--- src/state_params.svh ---
`ifndef STATE_PARAMS_SVH
`define STATE_PARAMS_SVH

// Flow ID width, sets the table depth
`define STATE_ID_BITS 6

// State fields
`define STATE_COUNT_BITS 16
`define STATE_TOTAL_BITS 20

// Length carried by each update
`define STATE_LEN_BITS 16

// One entry per flow ID
`define STATE_TABLE_DEPTH (1 << `STATE_ID_BITS)

`endif

--- src/state_pkg.sv ---
`default_nettype none

`include "state_params.svh"

package state_pkg;

    // ------------------------------------------------------------
    // Field types
    // ------------------------------------------------------------
    typedef logic [`STATE_ID_BITS-1:0]    id_t;
    typedef logic [`STATE_LEN_BITS-1:0]   len_t;
    typedef logic [`STATE_COUNT_BITS-1:0] count_t;
    typedef logic [`STATE_TOTAL_BITS-1:0] total_t;

    // Operation applied to the stored state
    typedef enum logic [1:0] {
        OP_UPDATE = 2'd0,
        OP_INIT   = 2'd1,
        OP_READ   = 2'd2,
        OP_CLEAR  = 2'd3
    } state_op_t;

    // Stored per-flow state, 36 bits
    typedef struct packed {
        count_t count;
        total_t total;
    } state_t;

    // Request payload, 24 bits
    typedef struct packed {
        id_t       id;
        state_op_t op;
        len_t      len;
    } state_req_t;

    // ------------------------------------------------------------
    // Update rule constants
    // ------------------------------------------------------------
    localparam count_t COUNT_MAX  = '1;
    localparam total_t TOTAL_MAX  = '1;
    localparam count_t COUNT_INIT = count_t'(1);
    localparam state_t STATE_ZERO = '0;

endpackage

`default_nettype wire

--- src/state_if.sv ---
`default_nettype none

// Request/response channel
// Accept on req && rdy, ack is a single-cycle pulse with state
interface state_if;
    logic                 req;
    logic                 rdy;
    state_pkg::id_t       id;
    state_pkg::state_op_t op;
    state_pkg::len_t      len;
    logic                 ack;
    state_pkg::state_t    state;

    modport requester (
        output req, id, op, len,
        input  rdy, ack, state
    );

    modport target (
        input  req, id, op, len,
        output rdy, ack, state
    );
endinterface

// Table port between the RMW stage and the storage
interface state_tbl_if;
    logic              rd_en;
    state_pkg::id_t    rd_id;
    state_pkg::state_t rd_state;
    logic              wr_en;
    state_pkg::id_t    wr_id;
    state_pkg::state_t wr_state;

    modport rmw    (output rd_en, rd_id, wr_en, wr_id, wr_state, input  rd_state);
    modport memory (input  rd_en, rd_id, wr_en, wr_id, wr_state, output rd_state);
endinterface

`default_nettype wire

--- src/state_ctrl_mux.sv ---
`default_nettype none

module state_ctrl_mux (
    input  logic       clk,
    input  logic       srst,
    state_if.target    dp_if,
    state_if.target    ctrl_if,
    state_if.requester out_if
);

    logic                  grant_dp;
    logic                  owner_dp;
    state_pkg::state_req_t dp_payload;
    state_pkg::state_req_t ctrl_payload;
    state_pkg::state_req_t out_payload;

    // ------------------------------------------------------------
    // Request side
    // ------------------------------------------------------------
    // Datapath always wins when it asks
    assign grant_dp = dp_if.req;

    assign dp_payload   = '{id: dp_if.id, op: dp_if.op, len: dp_if.len};
    assign ctrl_payload = '{id: ctrl_if.id, op: ctrl_if.op, len: ctrl_if.len};
    assign out_payload  = grant_dp ? dp_payload : ctrl_payload;

    assign out_if.req = dp_if.req || ctrl_if.req;
    assign out_if.id  = out_payload.id;
    assign out_if.op  = out_payload.op;
    assign out_if.len = out_payload.len;

    // Control held off while datapath is requesting
    assign dp_if.rdy   = out_if.rdy;
    assign ctrl_if.rdy = out_if.rdy && !grant_dp;

    // ------------------------------------------------------------
    // Response side
    // ------------------------------------------------------------
    // Owner of the request in flight, ack comes back next cycle
    always_ff @(posedge clk) begin
        if (srst) begin
            owner_dp <= 1'b0;
        end else if (out_if.req && out_if.rdy) begin
            owner_dp <= grant_dp;
        end
    end

    assign dp_if.ack   = out_if.ack && owner_dp;
    assign ctrl_if.ack = out_if.ack && !owner_dp;

    // State only shows on the owning port
    assign dp_if.state   = owner_dp ? out_if.state : state_pkg::STATE_ZERO;
    assign ctrl_if.state = owner_dp ? state_pkg::STATE_ZERO : out_if.state;

    // One acceptance per cycle across both sides
    a_single_accept : assert property (@(posedge clk) disable iff (srst)
        !(dp_if.req && dp_if.rdy && ctrl_if.req && ctrl_if.rdy));

endmodule

`default_nettype wire

--- src/state_rmw.sv ---
`default_nettype none

module state_rmw (
    input  logic     clk,
    input  logic     srst,
    input  logic     init_done,
    state_if.target  req_if,
    state_tbl_if.rmw tbl
);

    localparam int SUM_BITS = $bits(state_pkg::total_t) + 1;

    logic                  accept;
    logic                  ctxt_vld;
    logic                  back_to_back;
    state_pkg::state_req_t ctxt;
    state_pkg::state_t     fwd_state;
    state_pkg::state_t     prev_state;
    state_pkg::state_t     next_state;
    logic [SUM_BITS-1:0]   total_sum;

    // ------------------------------------------------------------
    // Accept and read
    // ------------------------------------------------------------
    // Closed during the table sweep
    assign req_if.rdy = init_done;
    assign accept     = req_if.req && req_if.rdy;

    // Read goes out on the acceptance edge
    assign tbl.rd_en = accept;
    assign tbl.rd_id = req_if.id;

    // Request in the modify cycle
    always_ff @(posedge clk) begin
        if (srst) begin
            ctxt_vld <= 1'b0;
        end else begin
            ctxt_vld <= accept;
        end
    end

    // Context for the modify cycle
    // b2b when the previous edge also accepted this ID
    always_ff @(posedge clk) begin
        if (accept) begin
            ctxt         <= '{id: req_if.id, op: req_if.op, len: req_if.len};
            back_to_back <= ctxt_vld && (req_if.id == ctxt.id);
        end
    end

    // ------------------------------------------------------------
    // Modify
    // ------------------------------------------------------------
    // Table read is stale for b2b since its write lands on the read edge
    assign prev_state = back_to_back ? fwd_state : tbl.rd_state;

    always_comb begin
        total_sum  = {1'b0, prev_state.total} + SUM_BITS'(ctxt.len);
        next_state = prev_state;
        case (ctxt.op)
            state_pkg::OP_UPDATE: begin
                // Both fields stick at max
                if (prev_state.count != state_pkg::COUNT_MAX) begin
                    next_state.count = prev_state.count + 1'b1;
                end
                if (total_sum[SUM_BITS-1]) begin
                    next_state.total = state_pkg::TOTAL_MAX;
                end else begin
                    next_state.total = total_sum[SUM_BITS-2:0];
                end
            end
            state_pkg::OP_INIT: begin
                next_state.count = state_pkg::COUNT_INIT;
                next_state.total = state_pkg::total_t'(ctxt.len);
            end
            state_pkg::OP_READ: begin
                next_state = prev_state;
            end
            state_pkg::OP_CLEAR: begin
                next_state = state_pkg::STATE_ZERO;
            end
        endcase
    end

    // ------------------------------------------------------------
    // Write back and respond
    // ------------------------------------------------------------
    assign tbl.wr_en    = ctxt_vld;
    assign tbl.wr_id    = ctxt.id;
    assign tbl.wr_state = next_state;

    // Next-state copy for a b2b follower
    always_ff @(posedge clk) begin
        if (ctxt_vld) begin
            fwd_state <= next_state;
        end
    end

    // Response carries the state from before this request
    assign req_if.ack   = ctxt_vld;
    assign req_if.state = prev_state;

    // Ack and write-back of the accepted ID on the next edge
    a_ack_after_accept : assert property (@(posedge clk) disable iff (srst)
        accept |=> req_if.ack && tbl.wr_en && (tbl.wr_id == $past(req_if.id)));

endmodule

`default_nettype wire

--- src/state_table.sv ---
`default_nettype none

`include "state_params.svh"

module state_table (
    input  logic        clk,
    input  logic        srst,
    state_tbl_if.memory tbl,
    output logic        init_done
);

    localparam int DEPTH = `STATE_TABLE_DEPTH;

    state_pkg::state_t mem [DEPTH];
    state_pkg::id_t    sweep_id;

    // ------------------------------------------------------------
    // Reset sweep
    // ------------------------------------------------------------
    // One entry per cycle, init_done on the last one
    always_ff @(posedge clk) begin
        if (srst) begin
            sweep_id  <= '0;
            init_done <= 1'b0;
        end else if (!init_done) begin
            sweep_id <= sweep_id + 1'b1;
            if (sweep_id == state_pkg::id_t'(DEPTH - 1)) begin
                init_done <= 1'b1;
            end
        end
    end

    // ------------------------------------------------------------
    // Storage
    // ------------------------------------------------------------
    // Sweep owns the write port until done
    always_ff @(posedge clk) begin
        if (!init_done) begin
            mem[sweep_id] <= state_pkg::STATE_ZERO;
        end else if (tbl.wr_en) begin
            mem[tbl.wr_id] <= tbl.wr_state;
        end
    end

    // Registered read
    // same-edge write not seen, old value returned
    always_ff @(posedge clk) begin
        if (tbl.rd_en) begin
            tbl.rd_state <= mem[tbl.rd_id];
        end
    end

    // RMW stage must wait for the sweep
    a_no_early_write : assert property (@(posedge clk) disable iff (srst)
        tbl.wr_en |-> init_done);

endmodule

`default_nettype wire

--- src/state_vector_top.sv ---
`default_nettype none

module state_vector_top (
    input  logic                 clk,
    input  logic                 srst,
    output logic                 init_done,

    // Datapath updates
    input  logic                 dp_req,
    output logic                 dp_rdy,
    input  state_pkg::id_t       dp_id,
    input  state_pkg::state_op_t dp_op,
    input  state_pkg::len_t      dp_len,
    output logic                 dp_ack,
    output state_pkg::state_t    dp_state,

    // Control plane reads and clears
    input  logic                 ctrl_req,
    output logic                 ctrl_rdy,
    input  state_pkg::id_t       ctrl_id,
    input  state_pkg::state_op_t ctrl_op,
    input  state_pkg::len_t      ctrl_len,
    output logic                 ctrl_ack,
    output state_pkg::state_t    ctrl_state
);

    state_if     dp_if ();
    state_if     ctrl_if ();
    state_if     mux_if ();
    state_tbl_if tbl_if ();

    // ------------------------------------------------------------
    // Port to interface
    // ------------------------------------------------------------
    assign dp_if.req = dp_req;
    assign dp_if.id  = dp_id;
    assign dp_if.op  = dp_op;
    assign dp_if.len = dp_len;
    assign dp_rdy    = dp_if.rdy;
    assign dp_ack    = dp_if.ack;
    assign dp_state  = dp_if.state;

    assign ctrl_if.req = ctrl_req;
    assign ctrl_if.id  = ctrl_id;
    assign ctrl_if.op  = ctrl_op;
    assign ctrl_if.len = ctrl_len;
    assign ctrl_rdy    = ctrl_if.rdy;
    assign ctrl_ack    = ctrl_if.ack;
    assign ctrl_state  = ctrl_if.state;

    // ------------------------------------------------------------
    // Arbiter, RMW stage, storage
    // ------------------------------------------------------------
    state_ctrl_mux u_mux (.clk(clk), .srst(srst), .dp_if(dp_if), .ctrl_if(ctrl_if),
                          .out_if(mux_if));

    state_rmw u_rmw (.clk(clk), .srst(srst), .init_done(init_done), .req_if(mux_if),
                     .tbl(tbl_if));

    state_table u_table (.clk(clk), .srst(srst), .tbl(tbl_if), .init_done(init_done));

endmodule

`default_nettype wire

--- config.mk ---
export PLATFORM = sky130hd
export DESIGN_NAME = state_vector_top
export DESIGN_NICKNAME = d
export VERILOG_FILES = /design/src/state_pkg.sv /design/src/state_if.sv /design/src/state_ctrl_mux.sv /design/src/state_rmw.sv /design/src/state_table.sv /design/src/state_vector_top.sv
export VERILOG_INCLUDE_DIRS = /design/src
export SDC_FILE = /design/constraint.sdc
export NUM_CORES = 2
export LEC_CHECK = 0
export ABC_CLOCK_PERIOD_IN_PS = 9250
export BUFFER_PORTS_ARGS = -buffer_cell sky130_fd_sc_hd__buf_2
export CAP_MARGIN = 10
export CORE_MARGIN = 2
export CORE_UTILIZATION = 45
export CTS_CLUSTER_SIZE = 24
export DETAILED_ROUTE_END_ITERATION = 8
export PLACE_DENSITY_LB_ADDON = 0.08
export SKIP_LAST_GASP = 1
export SLEW_MARGIN = 20
export SYNTH_ARGS = -nofsm -noshare
export SYNTH_HDL_FRONTEND = slang
export SYNTH_SLANG_ARGS = --single-unit
--- constraint.sdc ---
create_clock -name clk -period 9.25 [get_ports clk]
set_input_delay 0.4625 -clock clk [delete_from_list [all_inputs] [get_ports clk]]
set_output_delay 0.4625 -clock clk [all_outputs]
set_load 0.1 [all_outputs]
# Yosys cells after proc, flatten, opt, wreduce, memory -nomap -nowiden
# Memory sizes are Yosys's and may differ from the RTL's. A register that Yosys moved wholly into a read port is not among the register bits.
# Cells that the tools add are included.
[op_classes]
n_eq_ne = 6
addsub = 3
reduce_logical = 10
mux = 16
[op_table]
columns = ["op", "count"]
rows = [
  ["$mux W36", 4],
  ["$pmux W36 S4", 1],
  ["$reduce_or A36 Y1", 1],
  ["$mux W24", 1],
  ["$add A20 B16 Y21", 1],
  ["$mux W20", 1],
  ["$add A16 B1 Y16 const B", 1],
  ["$mux W16", 1],
  ["$ne A16 B16 Y1 const B", 1],
  ["$mux W1", 7],
  ["$add A6 B1 Y6 const B", 1],
  ["$eq A6 B6 Y1", 1],
  ["$eq A6 B6 Y1 const B", 1],
  ["$mux W6", 1],
  ["$logic_and A1 B1 Y1", 5],
  ["$eq A2 B2 Y1 const B", 2],
  ["$eq A2 B1 Y1 const B", 1],
  ["$logic_not A1 Y1", 2],
  ["$logic_not A2 Y1", 1],
  ["$logic_or A1 B1 Y1", 1],
]
[word_totals]
elab_cells = 46
out_inout_bits = 77
n_memories = 1
ramBits = 2304
register_bits = 70
inputBits = 52
[memory_table]
columns = ["memory", "words", "width", "rd", "rd_clocked_by_memory_dff", "write_ports", "line_no", "source"]
rows = [
  ["u_table.mem", 64, 36, 1, 1, 1, "state_table.sv:14", "state_pkg::state_t mem [DEPTH];"],
]

# Depth between registers and ports, before layout
[depth]
depth_word = 5
ltp_mapped = 17
depth_no_buf = 11

# Modules after synthesis
# A second synthesis with hierarchy kept.
[hier_totals]
cells_unflattened = 4498
area_unflattened_um2 = 94450.6
[modules_own_cells]
columns = ["module", "n_inst", "cells_each", "area_each_um2"]
rows = [
  ["state_table", 1, 3944, 89160.5],
  ["state_rmw", 1, 438, 4351.7],
  ["state_ctrl_mux", 1, 116, 938.4],
]

# Least setup slack after synthesis
# No wires, ideal clock.
[synth_timing]
path_kind = "reg-to-reg"
start = "register u_rmw.back_to_back"
end = "memory u_table.mem[0][2] in the netlist's numbering (data pin)"
n_path_buf = 5
required_ns = 8.529
setup_ns = 0.721
arrival_time_ns = 6.079
synth_period_minus_slack_ns = 6.800
path_stages_with_launch = 16
path_slack_ns = 2.450
path_cell_list = "edfxtp_1 > buf_4 > buf_2 > buf_2 > buf_2 > buf_2 > mux2i_1 > inv_1 > ha_1 > o21ai_0 > o211ai_1 > nand3_1 > or3_1 > a21boi_2 > nor3_1 > o31ai_1"
[synth_via]
elab_chain_cells = 5
[synth_rtl]
columns = ["element", "line_no", "source"]
rows = [
  ["start, declared", "state_rmw.sv:15", "logic back_to_back;"],
  ["start signal, assigned", "state_rmw.sv:47", "back_to_back <= ctxt_vld && (req_if.id == ctxt.id);"],
  ["$mux W36 (*)", "state_rmw.sv:55", "assign prev_state = back_to_back ? fwd_state : tbl.rd_state;"],
  ["$add A20 B16 Y21", "state_rmw.sv:58", "total_sum = {1'b0, prev_state.total} + SUM_BITS'(ctxt.len);"],
  ["$mux W20", "state_rmw.sv:66", "if (total_sum[SUM_BITS-1]) begin"],
  ["$pmux W36 S4 (*)", "state_rmw.sv:60", "case (ctxt.op)"],
  ["$mux W36 (no line) (*)", "n/a", ""],
  ["end, declared", "state_table.sv:14", ""],
]
# Every way passes the cells marked *; elsewhere a longest branch is shown, timed or not.

# Worst setup path in the final report
[layout_timing]
start = "register u_rmw.back_to_back"
end = "memory u_table.mem[2][7] in the netlist's numbering (data pin)"
# The elaborated chain is that of the path after synthesis.

==> results.md <==
* Initial Util at 45.4%
* Clk buf depth at 4
* Synth Cell Area at 102,000 um^2
* WL/cell at 36.8 um
* Run status: finished, final reports clean
* Final antenna-violating net count at 0
* Vias in the first global route at 69,086
* Most used DFF post-synth: edfxtp_1
* Initial antenna violation count at 54
* CP Capture Type: flop
* Switching Power at 6.04 mW
* CTS sink cnt at 2,410
* Int Pwr at 18.5 mW
* RSZ-0062 raised after global routing: no
* Min-Delay Path Class: input pin to flop
* Worst slew pin tran at 1.38 ns
* GRT Util Overall at 34.6%
* Number of H-tree levels at 5
* Largest net degree at the start of global routing at 113
* Peak supply drop at 0.143 mV
* Post-synth EDFFs at 2,401
* Clock root buffer: clkbuf_16
* Yosys reg bits at 2,410
* DP HPWL at 223 mm
* Via count at 74,815
* Normalized max-slew margin at 7.96%
* Final Util at 51.6%
* Syn Nets at 7,809
* Worst setup margin at 3.70 ns
* Max cap viols at 0
* Drt total wl at 407 mm
* Minimum clock period at 5.55 ns
* Flop pwr share at 48.7%
* First-pass GRT wire length at 559 mm
* Setup TNS at 0 ns
* Total grt overflow at 0
* Share of layout cells above drive strength 1 at 12.5%
* Fin nets at 7,938
* Core ar. at 225,000 um^2
* CTS tree: yes
* Synth warn at 0
* Startpoint Class: flop
* Hold Fails Final Rpt at 0
* Fin crit share at 60.0%
* Die height at 480 um
* Avg Cell Area, Syn at 13.2 um^2
* Die area at 231,000 um^2
* Share of the synthesized area in the top cell type at 70.6%
* Non-filler cells, final at 11,060
* Pleak at 37.5 nW
* Commonest non-fill, non-tap cell in the layout: edfxtp_1
* Commonest non-fill, non-tap cells in the layout: 2,401 x edfxtp_1, 791 x nor2_1, 709 x a21oi_1, 556 x o21ai_0, 544 x nand2_1
* Worst slack at placement at 3.22 ns
* Final setup fails at 0
* Vias per cell at 6.76
* TritonCTS Buffers at 278
* Worst skew pair latency at 0.95 ns
* Setup CP Type: flop to flop
* Syn-to-layout area delta at 13.7%
* Gpl congestion at 0.895
* IO buf count at 128
* Max Slew Vio Count at 0
* Synth unique cells at 96
* Clock Pin Slew Worst Setup and Hold Paths at 0.06 ns
* WHS at 0.333 ns
* Sequential-to-total area share from yosys stat at 70.8%
* Die W at 480 um
* Req. time, crit path at 9.92 ns
* Leading area contributor after synthesis: edfxtp_1
* Clock power frac at 42.3%
* Worst path arrival time at 6.22 ns
* DRC Markers at 0
* DR pass1 iterations at 6
* FMAX at 180 MHz
* Synth top area cells: edfxtp_1 71%, a21oi_1 3.5%, nor2_1 3.2%
* Placed Area at 107,000 um^2
* Power share of the combinational group at 9.1%
* Num ports at 129
* Site Rows at 174
* Syn Inst Count at 7,738
* Ys async rst share at 0%
* Final Power at 24.5 mW
* Crit Path Max Fanout at 55
* # placed instances at 10,540
* Switching share of power at 24.6%
* Design area at 116,000 um^2
* P per Cell Area at 211 nW/um^2
* Iteration-0 DRC Markers at 11,997
* Max Clock Skew at 0.0624 ns
==> critical path, stage by stage (launching register included) <==
cell and delay (ns):
edfxtp_1 0.32, buf_4 0.61, mux2i_1 0.48, inv_1 0.09, ha_1 0.36, o21ai_0 0.14, o211ai_1 0.30, nand3_1 0.21
or3_1 0.40, a21boi_2 0.44, or2_2 0.43, o311a_2 0.95, buf_4 0.51
==> cell type report <==
cell class	instances	area, um^2
multi-input cells	4690	28200
flip-flops and latches	2410	72300
inverters	47	213
clock buffers	352	7410
well taps	2992	3740
repair buffers	440	3350
diodes	20	50.0
clock inverters	109	868
fillers	19052	109000
==> cell families (layout without fill, tap and decap cells) <==
kind of cell    count (synthesis)  count (layout)  synth area share, %
compound gates               2699            2699                 17.2
flops                        2410            2410                 70.8
simple gates                 1863            1863                 7.91
buf+inv                       638             948                 2.80
mux                            80              80                0.851
xor+xnor                       29              29                0.249
fa+ha+maj                      19              19                0.240
other cells                     0              20                    0
==> state kept, by name, summed over array words and instances, names as in the netlist <==
name                  count
u_mux.owner_dp            1
u_rmw.back_to_back        1
u_rmw.ctxt               18
u_rmw.fwd_state          36
u_rmw.req_if.ack          1
u_rmw.tbl.wr_id           6
u_table.init_done         1
u_table.mem            2304
u_table.sweep_id          6
u_table.tbl.rd_state     36
==> synthesized netlist by cell type (all sizes together), types with 29 or more instances <==
cell type,n
nor2b,50
a32oi,32
a21o,41
o32ai,42
a2bb2oi,49
o221ai,105
nand2,552
buf,340
o21bai,36
a211oi,293
o211ai,127
a21oi,714
o21ai,563
nor3,34
o41ai,54
a31oi,155
mux2i,53
nand3,114
o2111ai,66
o22ai,106
a221oi,33
a21boi,48
edfxtp,2401
and2,54
a211o,29
nor2,875
inv,45
clkbuf,251
==> path summary, 6_finish.rpt <==
| path | start | slack (ns) | cells past startpoint | end |
|---|---|---|---|---|
| setup / recovery | u_rmw.back_to_back$_DFFE_PP_ | 3.70 | 12 | u_table.mem[2][7]$_DFFE_PP_ |
| hold / removal | ctrl_id[5] | 0.33 | 3 | u_rmw.tbl.wr_id[5]$_DFFE_PP_ |
| setup reg to reg | u_rmw.back_to_back$_DFFE_PP_ | 3.70 | 12 | u_table.mem[2][7]$_DFFE_PP_ |
| hold reg to reg | u_table.sweep_id[5]$_SDFFE_PP0N_ | 0.58 | 2 | u_table.sweep_id[5]$_SDFFE_PP0N_ |
==> power by group through the flow <==
stage | Clock, mW | Combinational (mW) | Sequential, mW
floorplan | 0 | 1.09 | 12.2
global placement | 0 | 2.09 | 12.2
detailed placement | 0 | 2.12 | 12.2
CTS | 10.4 | 2.14 | 11.9
global route | 10.8 | 2.28 | 11.9
finish | 10.4 | 2.22 | 11.9
==> metal layers <==
layer  part of all wire [%]  global-route usage, %
met5                  0.046                      0
met2                     43                   50.3
met4                    5.2                   16.4
met1                     39                   48.8
met3                     12                   8.55
==> timing repair <==
| action | 4_1_cts | 5_1_grt |
|---|---|---|
| resized for setup | 0 | 0 |
| buffers inserted | 0 | 0 |
| hold endpoints to repair | 27 | 0 |
| endpoints found under the setup margin | 0 | 0 |
| hold buffers | 39 | 0 |
Note: power is estimated with default switching activity, not from simulation.
